--- src/logic/fe_pkg.sv ---
// Shared widths, reset address and branch-prediction types; imported by every front-end module
package fe_pkg;

  localparam int unsigned vaddr_width = 32;
  localparam int unsigned instr_width = 32;
  localparam int unsigned ghist_width = 8;

  // First fetch address after the tables have been cleared
  localparam logic [vaddr_width-1:0] reset_pc = 32'h0000_0100;

  // Saturating 2-bit counter, upper bit is the prediction
  typedef enum logic [1:0] {
    ctr_snt = 2'b00,
    ctr_wnt = 2'b01,
    ctr_wt  = 2'b10,
    ctr_st  = 2'b11
  } fe_ctr_e;

  // Control-flow class of one instruction plus its offset
  typedef struct packed {
    logic                   is_br;
    logic                   is_jal;
    logic                   is_jalr;
    logic                   is_call;
    logic                   is_ret;
    logic [vaddr_width-1:0] imm;
  } fe_scan_s;

  // Travels with each fetched instruction to the backend and back
  typedef struct packed {
    logic                   is_br;
    logic                   is_jal;
    logic                   is_jalr;
    logic                   is_call;
    logic                   is_ret;
    logic                   src_btb;
    logic                   src_ret;
    logic [ghist_width-1:0] ghist;
    fe_ctr_e                ctr;
  } fe_br_meta_s;

endpackage

--- src/logic/fe_upd_if.sv ---
// Write ports of the BTB and BHT, driven by the PC generator from redirects and attaboys

interface fe_btb_upd_if import fe_pkg::*; ();

  logic                   v;
  logic                   clr;
  logic                   jmp;
  logic [vaddr_width-1:0] pc;
  logic [vaddr_width-1:0] tgt;

  modport src (
    output v, clr, jmp, pc, tgt
  );

  modport dst (
    input v, clr, jmp, pc, tgt
  );

endinterface

interface fe_bht_upd_if import fe_pkg::*; ();

  logic                   v;
  logic [vaddr_width-1:0] pc;
  logic [ghist_width-1:0] ghist;
  fe_ctr_e                ctr;
  // Resolved outcome of the branch
  logic                   taken;

  modport src (
    output v, pc, ghist, ctr, taken
  );

  modport dst (
    input v, pc, ghist, ctr, taken
  );

endinterface

--- src/logic/fe_bht.sv ---
// Gshare branch history table of 2-bit counters, indexed by PC bits folded with global history

module fe_bht import fe_pkg::*;
#(
  parameter int unsigned bht_idx_width_p = 6
)
(
  input  logic                   clk_i,
  input  logic                   rst_i,
  input  logic [vaddr_width-1:0] r_pc_i,
  input  logic [ghist_width-1:0] r_ghist_i,
  fe_bht_upd_if.dst              upd,
  output logic                   init_done_o,
  output fe_ctr_e                ctr_o,
  output logic                   pred_o
);

  localparam int unsigned entries_lp = 1 << bht_idx_width_p;

  fe_ctr_e ctr_mem [entries_lp];

  logic [bht_idx_width_p-1:0] init_cnt_r;
  logic                       init_done_r;
  logic [bht_idx_width_p-1:0] r_idx;
  logic [bht_idx_width_p-1:0] w_idx;

  // History longer than the index wraps around and is XORed in again
  function automatic logic [bht_idx_width_p-1:0] fold_hist(logic [ghist_width-1:0] h);
    logic [bht_idx_width_p-1:0] f;
    f = '0;
    for (int i = 0; i < ghist_width; i++)
      f[i % bht_idx_width_p] = f[i % bht_idx_width_p] ^ h[i];
    return f;
  endfunction

  function automatic fe_ctr_e ctr_step(fe_ctr_e c, logic taken);
    fe_ctr_e n;
    n = c;
    if (taken && (c != ctr_st))
      n = fe_ctr_e'(c + 2'd1);
    else if (!taken && (c != ctr_snt))
      n = fe_ctr_e'(c - 2'd1);
    return n;
  endfunction

  assign r_idx = r_pc_i[2 +: bht_idx_width_p] ^ fold_hist(r_ghist_i);
  assign w_idx = upd.pc[2 +: bht_idx_width_p] ^ fold_hist(upd.ghist);

  ////////////////////
  // Clear sweep
  always_ff @(posedge clk_i)
  begin
    if (rst_i)
    begin
      init_cnt_r  <= '0;
      init_done_r <= 1'b0;
    end
    else if (!init_done_r)
    begin
      init_cnt_r  <= init_cnt_r + bht_idx_width_p'(1);
      init_done_r <= (init_cnt_r == '1);
    end
  end

  assign init_done_o = init_done_r;

  // Counter comes from the metadata, no second read needed
  always_ff @(posedge clk_i)
  begin
    if (!init_done_r)
      ctr_mem[init_cnt_r] <= ctr_wnt;
    else if (upd.v)
      ctr_mem[w_idx] <= ctr_step(upd.ctr, upd.taken);
  end

  assign ctr_o  = ctr_mem[r_idx];
  assign pred_o = ctr_o[1];

  bht_no_write_in_init_a: assert property (@(posedge clk_i) disable iff (rst_i)
    upd.v |-> init_done_o);

endmodule

--- src/logic/fe_btb.sv ---
// Direct-mapped branch target buffer, read combinationally for the IF1 next-PC choice

module fe_btb import fe_pkg::*;
#(
  parameter int unsigned btb_idx_width_p = 6
)
(
  input  logic                   clk_i,
  input  logic                   rst_i,
  input  logic [vaddr_width-1:0] r_pc_i,
  fe_btb_upd_if.dst              upd,
  output logic                   init_done_o,
  output logic [vaddr_width-1:0] tgt_o,
  output logic                   tgt_v_o,
  output logic                   tgt_jmp_o
);

  localparam int unsigned entries_lp   = 1 << btb_idx_width_p;
  localparam int unsigned tag_width_lp = vaddr_width - 2 - btb_idx_width_p;

  logic                    valid_r [entries_lp];
  logic [tag_width_lp-1:0] tag_mem [entries_lp];
  logic                    jmp_mem [entries_lp];
  logic [vaddr_width-1:0]  tgt_mem [entries_lp];

  logic [btb_idx_width_p-1:0] init_cnt_r;
  logic                       init_done_r;

  logic [btb_idx_width_p-1:0] r_idx;
  logic [tag_width_lp-1:0]    r_tag;
  logic [btb_idx_width_p-1:0] w_idx;
  logic [tag_width_lp-1:0]    w_tag;

  assign r_idx = r_pc_i[2 +: btb_idx_width_p];
  assign r_tag = r_pc_i[vaddr_width-1 -: tag_width_lp];
  assign w_idx = upd.pc[2 +: btb_idx_width_p];
  assign w_tag = upd.pc[vaddr_width-1 -: tag_width_lp];

  ////////////////////
  // Clear sweep
  always_ff @(posedge clk_i)
  begin
    if (rst_i)
    begin
      init_cnt_r  <= '0;
      init_done_r <= 1'b0;
    end
    else if (!init_done_r)
    begin
      init_cnt_r  <= init_cnt_r + btb_idx_width_p'(1);
      init_done_r <= (init_cnt_r == '1);
    end
  end

  assign init_done_o = init_done_r;

  always_ff @(posedge clk_i)
  begin
    if (!init_done_r)
      valid_r[init_cnt_r] <= 1'b0;
    else if (upd.v)
      valid_r[w_idx] <= ~upd.clr;
  end

  always_ff @(posedge clk_i)
  begin
    if (init_done_r && upd.v)
    begin
      tag_mem[w_idx] <= w_tag;
      jmp_mem[w_idx] <= upd.jmp;
      tgt_mem[w_idx] <= upd.tgt;
    end
  end

  ////////////////////
  // Lookup
  assign tgt_v_o   = valid_r[r_idx] && (tag_mem[r_idx] == r_tag);
  assign tgt_jmp_o = jmp_mem[r_idx];
  assign tgt_o     = tgt_mem[r_idx];

  // Training only starts once the sweep is over
  btb_no_write_in_init_a: assert property (@(posedge clk_i) disable iff (rst_i)
    upd.v |-> init_done_o);

endmodule

--- src/logic/fe_instr_scan.sv ---
// Combinational RV32 control-flow decode of the instruction in IF2, used for overrides

module fe_instr_scan import fe_pkg::*;
(
  input  logic [instr_width-1:0] instr_i,
  output fe_scan_s               scan_o
);

  localparam logic [6:0] op_branch_lp = 7'b1100011;
  localparam logic [6:0] op_jal_lp    = 7'b1101111;
  localparam logic [6:0] op_jalr_lp   = 7'b1100111;

  logic [6:0] opcode;
  logic [4:0] rd;
  logic [4:0] rs1;
  logic [2:0] funct3;
  logic       br;
  logic       jal;
  logic       jalr;

  logic [vaddr_width-1:0] imm_b;
  logic [vaddr_width-1:0] imm_j;
  logic [vaddr_width-1:0] imm_i;

  assign opcode = instr_i[6:0];
  assign rd     = instr_i[11:7];
  assign funct3 = instr_i[14:12];
  assign rs1    = instr_i[19:15];

  assign br   = (opcode == op_branch_lp);
  assign jal  = (opcode == op_jal_lp);
  assign jalr = (opcode == op_jalr_lp) && (funct3 == 3'b000);

  // B, J and I immediate formats
  assign imm_b = {{20{instr_i[31]}}, instr_i[7], instr_i[30:25], instr_i[11:8], 1'b0};
  assign imm_j = {{12{instr_i[31]}}, instr_i[19:12], instr_i[20], instr_i[30:21], 1'b0};
  assign imm_i = {{21{instr_i[31]}}, instr_i[30:20]};

  assign scan_o.is_br   = br;
  assign scan_o.is_jal  = jal;
  assign scan_o.is_jalr = jalr;
  // Link register x1 marks calls and returns
  assign scan_o.is_call = (jal || jalr) && (rd == 5'd1);
  assign scan_o.is_ret  = jalr && (rs1 == 5'd1) && (rd == 5'd0) && (imm_i == '0);
  assign scan_o.imm     = br ? imm_b : (jal ? imm_j : imm_i);

endmodule

--- src/logic/fe_pc_gen.sv ---
// Next fetch PC selection over IF1/IF2 with BTB, BHT, return register and branch metadata

module fe_pc_gen import fe_pkg::*;
#(
  parameter int unsigned btb_idx_width_p = 6,
  parameter int unsigned bht_idx_width_p = 6
)
(
  input  logic                   clk_i,
  input  logic                   rst_i,
  input  logic                   redirect_v_i,
  input  logic [vaddr_width-1:0] redirect_pc_i,
  input  logic                   redirect_br_v_i,
  input  logic                   redirect_br_taken_i,
  input  logic                   redirect_br_nonbr_i,
  input  logic [vaddr_width-1:0] redirect_br_pc_i,
  input  fe_br_meta_s            redirect_meta_i,
  input  logic                   attaboy_v_i,
  input  logic                   attaboy_taken_i,
  input  logic [vaddr_width-1:0] attaboy_pc_i,
  input  logic [vaddr_width-1:0] attaboy_tgt_i,
  input  fe_br_meta_s            attaboy_meta_i,
  input  logic [instr_width-1:0] fetch_i,
  input  logic                   fetch_v_i,
  output logic                   init_done_o,
  output logic [vaddr_width-1:0] next_fetch_o,
  output logic                   ovr_o,
  output logic                   fetch_instr_v_o,
  output logic [instr_width-1:0] fetch_instr_o,
  output logic [vaddr_width-1:0] fetch_pc_o,
  output fe_br_meta_s            fetch_meta_o
);

  fe_btb_upd_if btb_upd ();
  fe_bht_upd_if bht_upd ();

  logic [vaddr_width-1:0] next_pc;
  logic [vaddr_width-1:0] pc_if1_r;
  logic                   v_if1_r;
  logic [vaddr_width-1:0] pc_if2_r;
  logic [ghist_width-1:0] ghist_if2_r;
  fe_ctr_e                ctr_if2_r;
  logic                   src_btb_if2_r;
  logic [ghist_width-1:0] ghist_r;
  logic [vaddr_width-1:0] ret_addr_r;
  fe_br_meta_s            meta_n;
  fe_br_meta_s            meta_r;

  logic                   btb_init_done;
  logic [vaddr_width-1:0] btb_tgt;
  logic                   btb_tgt_v;
  logic                   btb_tgt_jmp;
  logic                   bht_init_done;
  fe_ctr_e                bht_ctr;
  logic                   bht_pred;
  logic                   btb_taken;

  fe_scan_s               scan;
  logic                   is_br;
  logic                   is_jal;
  logic                   is_call;
  logic                   is_ret;
  logic [vaddr_width-1:0] br_tgt;
  logic [vaddr_width-1:0] seq_pc;
  logic                   ovr_ret;
  logic                   ovr_taken;

  logic redir_btb_w;
  logic atta_btb_w;
  logic redir_bht_w;
  logic atta_bht_w;

  ////////////////////
  // IF1
  assign init_done_o = btb_init_done & bht_init_done;

  // Hold at reset_pc until the first fetch leaves IF1
  assign seq_pc    = v_if1_r ? pc_if1_r + vaddr_width'(4) : pc_if1_r;
  assign btb_taken = v_if1_r & btb_tgt_v & (btb_tgt_jmp | bht_pred);

  always_comb
  begin
    if (redirect_v_i)
      next_pc = redirect_pc_i;
    else if (ovr_ret)
      next_pc = ret_addr_r;
    else if (ovr_taken)
      next_pc = br_tgt;
    else if (btb_taken)
      next_pc = btb_tgt;
    else
      next_pc = seq_pc;
  end

  assign next_fetch_o = next_pc;

  always_ff @(posedge clk_i)
  begin
    if (rst_i)
    begin
      pc_if1_r <= reset_pc;
      v_if1_r  <= 1'b0;
    end
    else
    begin
      pc_if1_r <= next_pc;
      v_if1_r  <= init_done_o;
    end
  end

  fe_btb #(
    .btb_idx_width_p(btb_idx_width_p)
  ) btb0 (
    .clk_i      (clk_i),
    .rst_i      (rst_i),
    .r_pc_i     (pc_if1_r),
    .upd        (btb_upd),
    .init_done_o(btb_init_done),
    .tgt_o      (btb_tgt),
    .tgt_v_o    (btb_tgt_v),
    .tgt_jmp_o  (btb_tgt_jmp)
  );

  fe_bht #(
    .bht_idx_width_p(bht_idx_width_p)
  ) bht0 (
    .clk_i      (clk_i),
    .rst_i      (rst_i),
    .r_pc_i     (pc_if1_r),
    .r_ghist_i  (ghist_r),
    .upd        (bht_upd),
    .init_done_o(bht_init_done),
    .ctr_o      (bht_ctr),
    .pred_o     (bht_pred)
  );

  ////////////////////
  // IF2
  always_ff @(posedge clk_i)
  begin
    pc_if2_r      <= pc_if1_r;
    ghist_if2_r   <= ghist_r;
    ctr_if2_r     <= bht_ctr;
    src_btb_if2_r <= btb_taken;
  end

  assign fetch_instr_v_o = fetch_v_i & ~redirect_v_i;
  assign fetch_instr_o   = fetch_i;
  assign fetch_pc_o      = pc_if2_r;

  fe_instr_scan scan0 (
    .instr_i(fetch_i),
    .scan_o (scan)
  );

  assign is_br   = fetch_instr_v_o & scan.is_br;
  assign is_jal  = fetch_instr_v_o & scan.is_jal;
  assign is_call = fetch_instr_v_o & scan.is_call;
  assign is_ret  = fetch_instr_v_o & scan.is_ret;
  assign br_tgt  = fetch_pc_o + scan.imm;

  // No override when IF1 already follows the right path
  assign ovr_ret   = is_ret & (pc_if1_r != ret_addr_r);
  assign ovr_taken = (is_jal | (is_br & ctr_if2_r[1])) & (pc_if1_r != br_tgt);
  assign ovr_o     = ovr_ret | ovr_taken;

  always_ff @(posedge clk_i)
  begin
    if (is_call)
      ret_addr_r <= fetch_pc_o + vaddr_width'(4);
  end

  always_ff @(posedge clk_i)
  begin
    if (rst_i)
      ghist_r <= '0;
    else if (redirect_br_v_i)
      ghist_r <= redirect_meta_i.ghist;
    else if (is_br)
      ghist_r <= {ghist_r[ghist_width-2:0], ctr_if2_r[1]};
  end

  always_comb
  begin
    meta_n         = '0;
    meta_n.is_br   = scan.is_br;
    meta_n.is_jal  = scan.is_jal;
    meta_n.is_jalr = scan.is_jalr;
    meta_n.is_call = scan.is_call;
    meta_n.is_ret  = scan.is_ret;
    meta_n.src_btb = src_btb_if2_r;
    meta_n.src_ret = scan.is_ret & ~src_btb_if2_r;
    meta_n.ghist   = ghist_if2_r;
    meta_n.ctr     = ctr_if2_r;
  end

  always_ff @(posedge clk_i)
  begin
    if (fetch_instr_v_o)
      meta_r <= meta_n;
  end

  assign fetch_meta_o = meta_r;

  ////////////////////
  // Table training, redirect has the port
  assign redir_btb_w = redirect_br_v_i
    & (redirect_br_taken_i | (redirect_br_nonbr_i & redirect_meta_i.src_btb));
  assign atta_btb_w  = attaboy_v_i & attaboy_taken_i & ~attaboy_meta_i.src_btb & ~redir_btb_w;

  assign btb_upd.v   = redir_btb_w | atta_btb_w;
  assign btb_upd.clr = redir_btb_w & redirect_br_nonbr_i & redirect_meta_i.src_btb;
  assign btb_upd.jmp = redir_btb_w ? (redirect_meta_i.is_jal | redirect_meta_i.is_jalr)
                                   : (attaboy_meta_i.is_jal | attaboy_meta_i.is_jalr);
  assign btb_upd.pc  = redir_btb_w ? redirect_br_pc_i : attaboy_pc_i;
  assign btb_upd.tgt = redir_btb_w ? redirect_pc_i : attaboy_tgt_i;

  assign redir_bht_w = redirect_br_v_i & redirect_meta_i.is_br;
  assign atta_bht_w  = attaboy_v_i & attaboy_meta_i.is_br & ~redir_bht_w;

  assign bht_upd.v     = redir_bht_w | atta_bht_w;
  assign bht_upd.pc    = redir_bht_w ? redirect_br_pc_i : attaboy_pc_i;
  assign bht_upd.ghist = redir_bht_w ? redirect_meta_i.ghist : attaboy_meta_i.ghist;
  assign bht_upd.ctr   = redir_bht_w ? redirect_meta_i.ctr : attaboy_meta_i.ctr;
  assign bht_upd.taken = redir_bht_w ? redirect_br_taken_i : attaboy_taken_i;

  redir_br_has_redir_a: assert property (@(posedge clk_i) disable iff (rst_i)
    redirect_br_v_i |-> redirect_v_i);

endmodule

--- src/logic/fe_top.sv ---
// Front-end top level with plain ports; sets the BTB and BHT sizes for the PC generator

module fe_top import fe_pkg::*;
#(
  parameter int unsigned btb_idx_width_p = 6,
  parameter int unsigned bht_idx_width_p = 6
)
(
  input  logic                   clk_i,
  input  logic                   rst_i,
  input  logic                   redirect_v_i,
  input  logic [vaddr_width-1:0] redirect_pc_i,
  input  logic                   redirect_br_v_i,
  input  logic                   redirect_br_taken_i,
  input  logic                   redirect_br_nonbr_i,
  input  logic [vaddr_width-1:0] redirect_br_pc_i,
  input  fe_br_meta_s            redirect_meta_i,
  input  logic                   attaboy_v_i,
  input  logic                   attaboy_taken_i,
  input  logic [vaddr_width-1:0] attaboy_pc_i,
  input  logic [vaddr_width-1:0] attaboy_tgt_i,
  input  fe_br_meta_s            attaboy_meta_i,
  input  logic [instr_width-1:0] fetch_i,
  input  logic                   fetch_v_i,
  output logic                   init_done_o,
  output logic [vaddr_width-1:0] next_fetch_o,
  output logic                   ovr_o,
  output logic                   fetch_instr_v_o,
  output logic [instr_width-1:0] fetch_instr_o,
  output logic [vaddr_width-1:0] fetch_pc_o,
  output fe_br_meta_s            fetch_meta_o
);

  fe_pc_gen #(
    .btb_idx_width_p(btb_idx_width_p),
    .bht_idx_width_p(bht_idx_width_p)
  ) pc_gen0 (
    .clk_i              (clk_i),
    .rst_i              (rst_i),
    .redirect_v_i       (redirect_v_i),
    .redirect_pc_i      (redirect_pc_i),
    .redirect_br_v_i    (redirect_br_v_i),
    .redirect_br_taken_i(redirect_br_taken_i),
    .redirect_br_nonbr_i(redirect_br_nonbr_i),
    .redirect_br_pc_i   (redirect_br_pc_i),
    .redirect_meta_i    (redirect_meta_i),
    .attaboy_v_i        (attaboy_v_i),
    .attaboy_taken_i    (attaboy_taken_i),
    .attaboy_pc_i       (attaboy_pc_i),
    .attaboy_tgt_i      (attaboy_tgt_i),
    .attaboy_meta_i     (attaboy_meta_i),
    .fetch_i            (fetch_i),
    .fetch_v_i          (fetch_v_i),
    .init_done_o        (init_done_o),
    .next_fetch_o       (next_fetch_o),
    .ovr_o              (ovr_o),
    .fetch_instr_v_o    (fetch_instr_v_o),
    .fetch_instr_o      (fetch_instr_o),
    .fetch_pc_o         (fetch_pc_o),
    .fetch_meta_o       (fetch_meta_o)
  );

endmodule

--- config.mk ---
export PLATFORM = sky130hd
export DESIGN_NAME = fe_top
export DESIGN_NICKNAME = d
export VERILOG_FILES = /design/src/logic/fe_pkg.sv /design/src/logic/fe_upd_if.sv /design/src/logic/fe_bht.sv /design/src/logic/fe_btb.sv /design/src/logic/fe_instr_scan.sv /design/src/logic/fe_pc_gen.sv /design/src/logic/fe_top.sv
export SDC_FILE = /design/constraint.sdc
export NUM_CORES = 2
export LEC_CHECK = 0
export BUFFER_PORTS_ARGS = -buffer_cell sky130_fd_sc_hd__buf_2
export CAP_MARGIN = 40
export CORE_MARGIN = 5
export CORE_UTILIZATION = 55
export CTS_BUF_LIST = sky130_fd_sc_hd__clkbuf_16
export CTS_CLUSTER_SIZE = 30
export DETAILED_ROUTE_END_ITERATION = 16
export PLACE_DENSITY_LB_ADDON = 0.2
export SLEW_MARGIN = 0
export SYNTH_ARGS = -nofsm -noshare
export SYNTH_HDL_FRONTEND = slang
export SYNTH_HIERARCHICAL = 1
export SYNTH_SLANG_ARGS = --single-unit
--- constraint.sdc ---
create_clock -name clk_i -period 12.8 [get_ports clk_i]
set_input_delay 1.92 -clock clk_i [delete_from_list [all_inputs] [get_ports clk_i]]
set_output_delay 1.92 -clock clk_i [all_outputs]
set_load 0.05 [all_outputs]
# Yosys cells after proc, flatten, opt, wreduce, memory -nomap -nowiden
# Memory sizes are Yosys's and may differ from the RTL's. A register that Yosys moved wholly into a read port is not among the register bits.
# Index checks and enable logic that the tools add are counted.
# totals
reg_bits	147
mem_bits_rw	3840
input_bits	203
output_inout_bits	116
mem_count	5
# memory_table
memory	words	width	read_ports	rd_clocked_by_memory_dff	wr	line	rtl
pc_gen0.btb0.tgt_mem	64	32	1	1	1	fe_btb.sv:24	logic [vaddr_width-1:0] tgt_mem [entries_lp];
pc_gen0.btb0.tag_mem	64	24	1	1	1	fe_btb.sv:22	logic [tag_width_lp-1:0] tag_mem [entries_lp];
pc_gen0.bht0.ctr_mem	64	2	1	0	1	fe_bht.sv:20	fe_ctr_e ctr_mem [entries_lp];
pc_gen0.btb0.jmp_mem	64	1	1	1	1	fe_btb.sv:23	logic jmp_mem [entries_lp];
pc_gen0.btb0.valid_r	64	1	1	1	1	fe_btb.sv:21	logic valid_r [entries_lp];
# classes
add_sub_neg	7
eq_ne	11
muxes	42
bitwise	42
n_reduce_logical	18
# op_table
op	n
32-bit 2-to-1 mux	7
32-bit by 3-bit adder with 32-bit output (second input constant)	2
32-bit inequality test	2
20-bit 2-to-1 mux	2
6-bit 2-to-1 mux	6
32-bit adder	1
32-bit zero test	1
8-bit 2-to-1 mux	4
24-bit equality test	1
1-bit bitwise AND	22
7-bit equality test (second input constant)	3
1-bit 2-to-1 mux	17
6-bit by 1-bit adder with 6-bit output (second input constant)	2
6-bit equality test (second input constant)	2
2-bit 2-to-1 mux	6
6-bit XOR	2
5-bit by 1-bit equality test with 1-bit output (second input constant)	2
1-bit logical AND	9
1-bit OR	8
1-bit inverter	6
5-bit zero test	1
2-bit nonzero test	2
1-bit XOR	4
3-bit zero test	1
7 further kinds	7

# Logic depth before layout (Yosys ltp)
# depth
word_depth	11
mapped_depth	21
ltp_nobuf	17

# Modules after synthesis
# The synthesis kept the hierarchy.
# by_module_without_submodules
module	n_inst	cells_per_inst	area_each_um2	seq_area_each_um2
fe_btb	1	6007	142596.8	111607.0
fe_pc_gen	1	1200	10608.9	3153.0
fe_bht	1	445	6052.1	3983.8
fe_instr_scan	1	63	464.2	0.0

# Least setup slack after synthesis
# OpenSTA, ideal clock, no wires.
# synth_timing
path_type	input -> output
startpoint	in fetch_i[6]
endpoint	out next_fetch_o[22]
arrival_ns	7.056
required_ns	10.880
setup_slack_ns	3.824
cell_stages	18
n_path_buf	3
cell_sequence	and3b_1 -> buf_6 -> and2_4 -> buf_6 -> a221o_1 -> ha_1 -> buf_2 -> a21oi_1 -> nand2_1 -> nand3_1 -> a31oi_1 -> nor3_1 -> xnor3_1 -> or4_1 -> or4_4 -> o31ai_4 -> mux2i_1 -> a211oi_1
# synth_lines
item	line	rtl
start: declaration	fe_top.sv:23	input logic [instr_width-1:0] fetch_i,
end: declaration	fe_top.sv:26	output logic [vaddr_width-1:0] next_fetch_o,

# Worst setup path in the final report
# layout_timing
startpoint	reg pc_gen0.pc_if1_r[4]
endpoint	out next_fetch_o[1]
# layout_between
elab_chain_cells	8
elab_cells_between_ends	12
# layout_lines
item	line	rtl
start: declaration	fe_pc_gen.sv:38	logic [vaddr_width-1:0] pc_if1_r;
start signal: assignment	fe_pc_gen.sv:101	pc_if1_r <= reset_pc;
start signal: assignment	fe_pc_gen.sv:106	pc_if1_r <= next_pc;
6-bit XOR	fe_bht.sv:46	assign r_idx = r_pc_i[2 +: bht_idx_width_p] ^ fold_hist(r_ghist_i);
memory 64 x 2 bit	n/a	
1-bit OR	fe_pc_gen.sv:79	assign btb_taken = v_if1_r & btb_tgt_v & (btb_tgt_jmp | bht_pred);
1-bit bitwise AND	fe_pc_gen.sv:79	
32-bit 2-to-1 mux	fe_pc_gen.sv:89	else if (btb_taken)
32-bit 2-to-1 mux	fe_pc_gen.sv:87	else if (ovr_taken)
32-bit 2-to-1 mux *	fe_pc_gen.sv:85	else if (ovr_ret)
32-bit 2-to-1 mux *	fe_pc_gen.sv:83	if (redirect_v_i)
# Mark *: on every way between the ends. The rest lies on a longest branch, timed or not.

==> impl_metrics.json <==
{
  "hold_class": "reg -> reg",
  "drt_iter0_drc": 12600,
  "grt_pass1_vias": 82800,
  "dieArea_mm2": 0.301,
  "core_region_area_mm2": 0.288,
  "reg2reg_from": "pc_gen0/pc_if1_r[4]",
  "critPathRequiredTime_ps": 10880,
  "yosysWarnings": 6,
  "grt_overflow": 0,
  "final-setup-viol-count": 0,
  "finalMaxSlewViolations": 0,
  "grt_max_degree": 130,
  "skew_ps": 68.7,
  "startpoint_type": "register",
  "crit_path_start": "pc_gen0/pc_if1_r[4]",
  "start_util": 0.553,
  "routed_via_density": 6.94,
  "finalHoldViolCount": 0,
  "p_leak_nw": 57.8,
  "multiInputGateArea_mm2": 0.0385,
  "wl_per_cell_um": 38.4,
  "cts_root_buf": "clkbuf_16",
  "p_per_area_mw_per_mm2": 155,
  "fillCellCount": 19400,
  "ant_nets": 0,
  "io_pins": 319,
  "fmax_mhz": 97.1,
  "synthesis.area_mm2": 0.159,
  "h-tree-depth": 5,
  "whs_ps": 378,
  "dr.pass1.iters": 9,
  "endpoint": "next_fetch_o[1]",
  "status": "finished clean",
  "syn2layout_area_growth_pct": 13.7,
  "vias": 86100,
  "crit_path_end_kind": "primary output",
  "max_cap_viol_count": 0,
  "post-route-period-util": 0.805,
  "cts_buffers": 396,
  "r2r_setup_slack_ps": 5280,
  "cp_max_fo": 97,
  "worst_pin_slew_ps": 1210,
  "portBuffers": 308,
  "die_y_um": 548,
  "globalplace.congestion": 0.938,
  "postCtsSetupRepairBufs": 0,
  "syn_area_per_cell_um2": 20.7,
  "reg2reg_to": "pc_gen0/pc_if1_r[2]",
  "row_count": 197,
  "final_nets": 8530,
  "pre_cts_slack_ps": 2700,
  "crit_type": "reg -> out",
  "grt_usage": 0.313,
  "cts_resized": 0,
  "peakVddDrop_mv": 0.132,
  "drive_gt1_frac": 0.290,
  "syn_inst": 7685,
  "register_area_mm2": 0.119,
  "max-slew-margin-rel": 0.196,
  "route.detailed.drc": 0,
  "die_w_um": 548,
  "antenna_found_initial": 27,
  "grt_pass1_wl_um": 657000,
  "syn_nets": 7927,
  "worstPathArrival_ps": 8380,
  "dpl.hpwl_um": 289000,
  "finalSetupTns_ps": 0,
  "rsz0062_at_grt": "false",
  "worst_slack_ps": 2500,
  "period_minus_slack_ps": 10300,
  "drt-total-wl_um": 476000,
  "clock_sinks": 3987,
  "reg2regPathDepth": 18,
  "cts_tree": "yes",
  "cts_max_path_buffers": 4,
  "cts_hold_buf": 0,
  "clock_latency_ps": 960,
  "cts.clk_slew.worst_paths_ps": 60
}
## per-stage QoR
| stage | area [um^2] | instances | utilization | total power, mW |
|---|---|---|---|---|
| 2_1_floorplan | 159000 | 7685 | - | 16.1 |
| 3_3_place_gp | 166000 | 11500 | 0.574 | 16.7 |
| 3_5_place_dp | 168000 | 11700 | 0.583 | 16.8 |
| 4_1_cts | 181000 | 12400 | 0.628 | 28.2 |
| 5_1_grt | 181000 | 12400 | 0.628 | 28.9 |
| 6_report | 181000 | 12400 | 0.628 | 28.1 |
## how the worst min path moves through the flow
| stage | start | endpoint | slack [ps] | depth (start not counted) |
|---|---|---|---|---|
| global placement | pc_gen0/ghist_r[7] | pc_gen0/ghist_if2_r[7] | 360 | 0 |
| floorplan | pc_gen0/ghist_r[7] | pc_gen0/ghist_if2_r[7] | 350 | 0 |
| detailed placement | pc_gen0/ghist_r[7] | pc_gen0/ghist_if2_r[7] | 370 | 0 |
| CTS | pc_gen0/ghist_r[7] | pc_gen0/ghist_if2_r[7] | 380 | 0 |
| finish | pc_gen0/ghist_r[7] | pc_gen0/ghist_if2_r[7] | 380 | 0 |
| global route | pc_gen0/ghist_r[7] | pc_gen0/ghist_if2_r[7] | 380 | 0 |
## cell type report
| class | instances | share of cell area |
|---|---|---|
| diodes | 20 | 0.000276 |
| clock buffers | 403 | 0.0557 |
| clock inverters | 314 | 0.0156 |
| inverters | 35 | 0.000780 |
| multi-input cells | 3206 | 0.213 |
| flip-flops and latches | 3987 | 0.655 |
| well taps | 3781 | 0.0261 |
| repair buffers | 662 | 0.0336 |
## sequential cells by signal, summed over array words and instances (netlist names), 6 cells and up
register	cells
pc_gen0/bht0/ctr_mem	128
pc_gen0/bht0/init_cnt_r	6
pc_gen0/btb0/init_cnt_r	6
pc_gen0/btb0/jmp_mem	64
pc_gen0/btb0/tag_mem	1536
pc_gen0/btb0/tgt_mem	2048
pc_gen0/btb0/valid_r	64
pc_gen0/fetch_meta_o	17
pc_gen0/fetch_pc_o	32
pc_gen0/ghist_if2_r	8
pc_gen0/ghist_r	8
pc_gen0/pc_if1_r	32
pc_gen0/ret_addr_r	32
## worst max-delay path, stage by stage, from the launching register on
cell and delay, ps:
dfxtp_4 870, buf_12 490, clkinv_1 710, buf_4 460, a221oi_1 440, a21oi_1 170, a211oi_1 490, nand3_1 130
a2111oi_1 470, nand4_1 220, nor4_2 430, o211ai_1 160, buf_4 250, inv_2 670, nand2_1 130, and4_1 230
nor3_1 540, buf_2 390
## report_power, final
group,leakage [nW],internal (mW),switching [mW]
Clock,6.60,6.53,4.98
Sequential,36.0,14.5,0.0600
Combinational,15.2,0.758,1.32
Total,57.8,21.8,6.36
## layout by cell type (no fill, tap or decap), drive strengths merged, types with 17 or more instances in the layout
master / count
a22oi: 80
xor2: 86
nor3: 51
o211ai: 17
mux2i: 201
xnor2: 80
a31oi: 24
or3: 18
a21oi: 166
nand3: 86
bufinv: 39
diode: 20
inv: 121
a211oi: 62
clkinv: 176
o21ai: 74
and2: 25
nand4: 32
mux4: 1034
and3: 36
nor2b: 37
ha: 38
a21o: 22
buf: 662
o22ai: 74
nand2b: 24
nand2: 258
mux2: 112
edfxtp: 3889
dfxtp: 98
clkbuf: 403
nor2: 331
nor4: 26
## routing by layer
metal  wire length (um)  global-route usage  vias up
met2             218000               0.469     6125
li1                   -                   -    33300
met4              21400               0.122       10
met1             176000               0.452    45700
met3              60800              0.0771      930
met5                 59                   0        -
(Power assumes the default switching activity.)
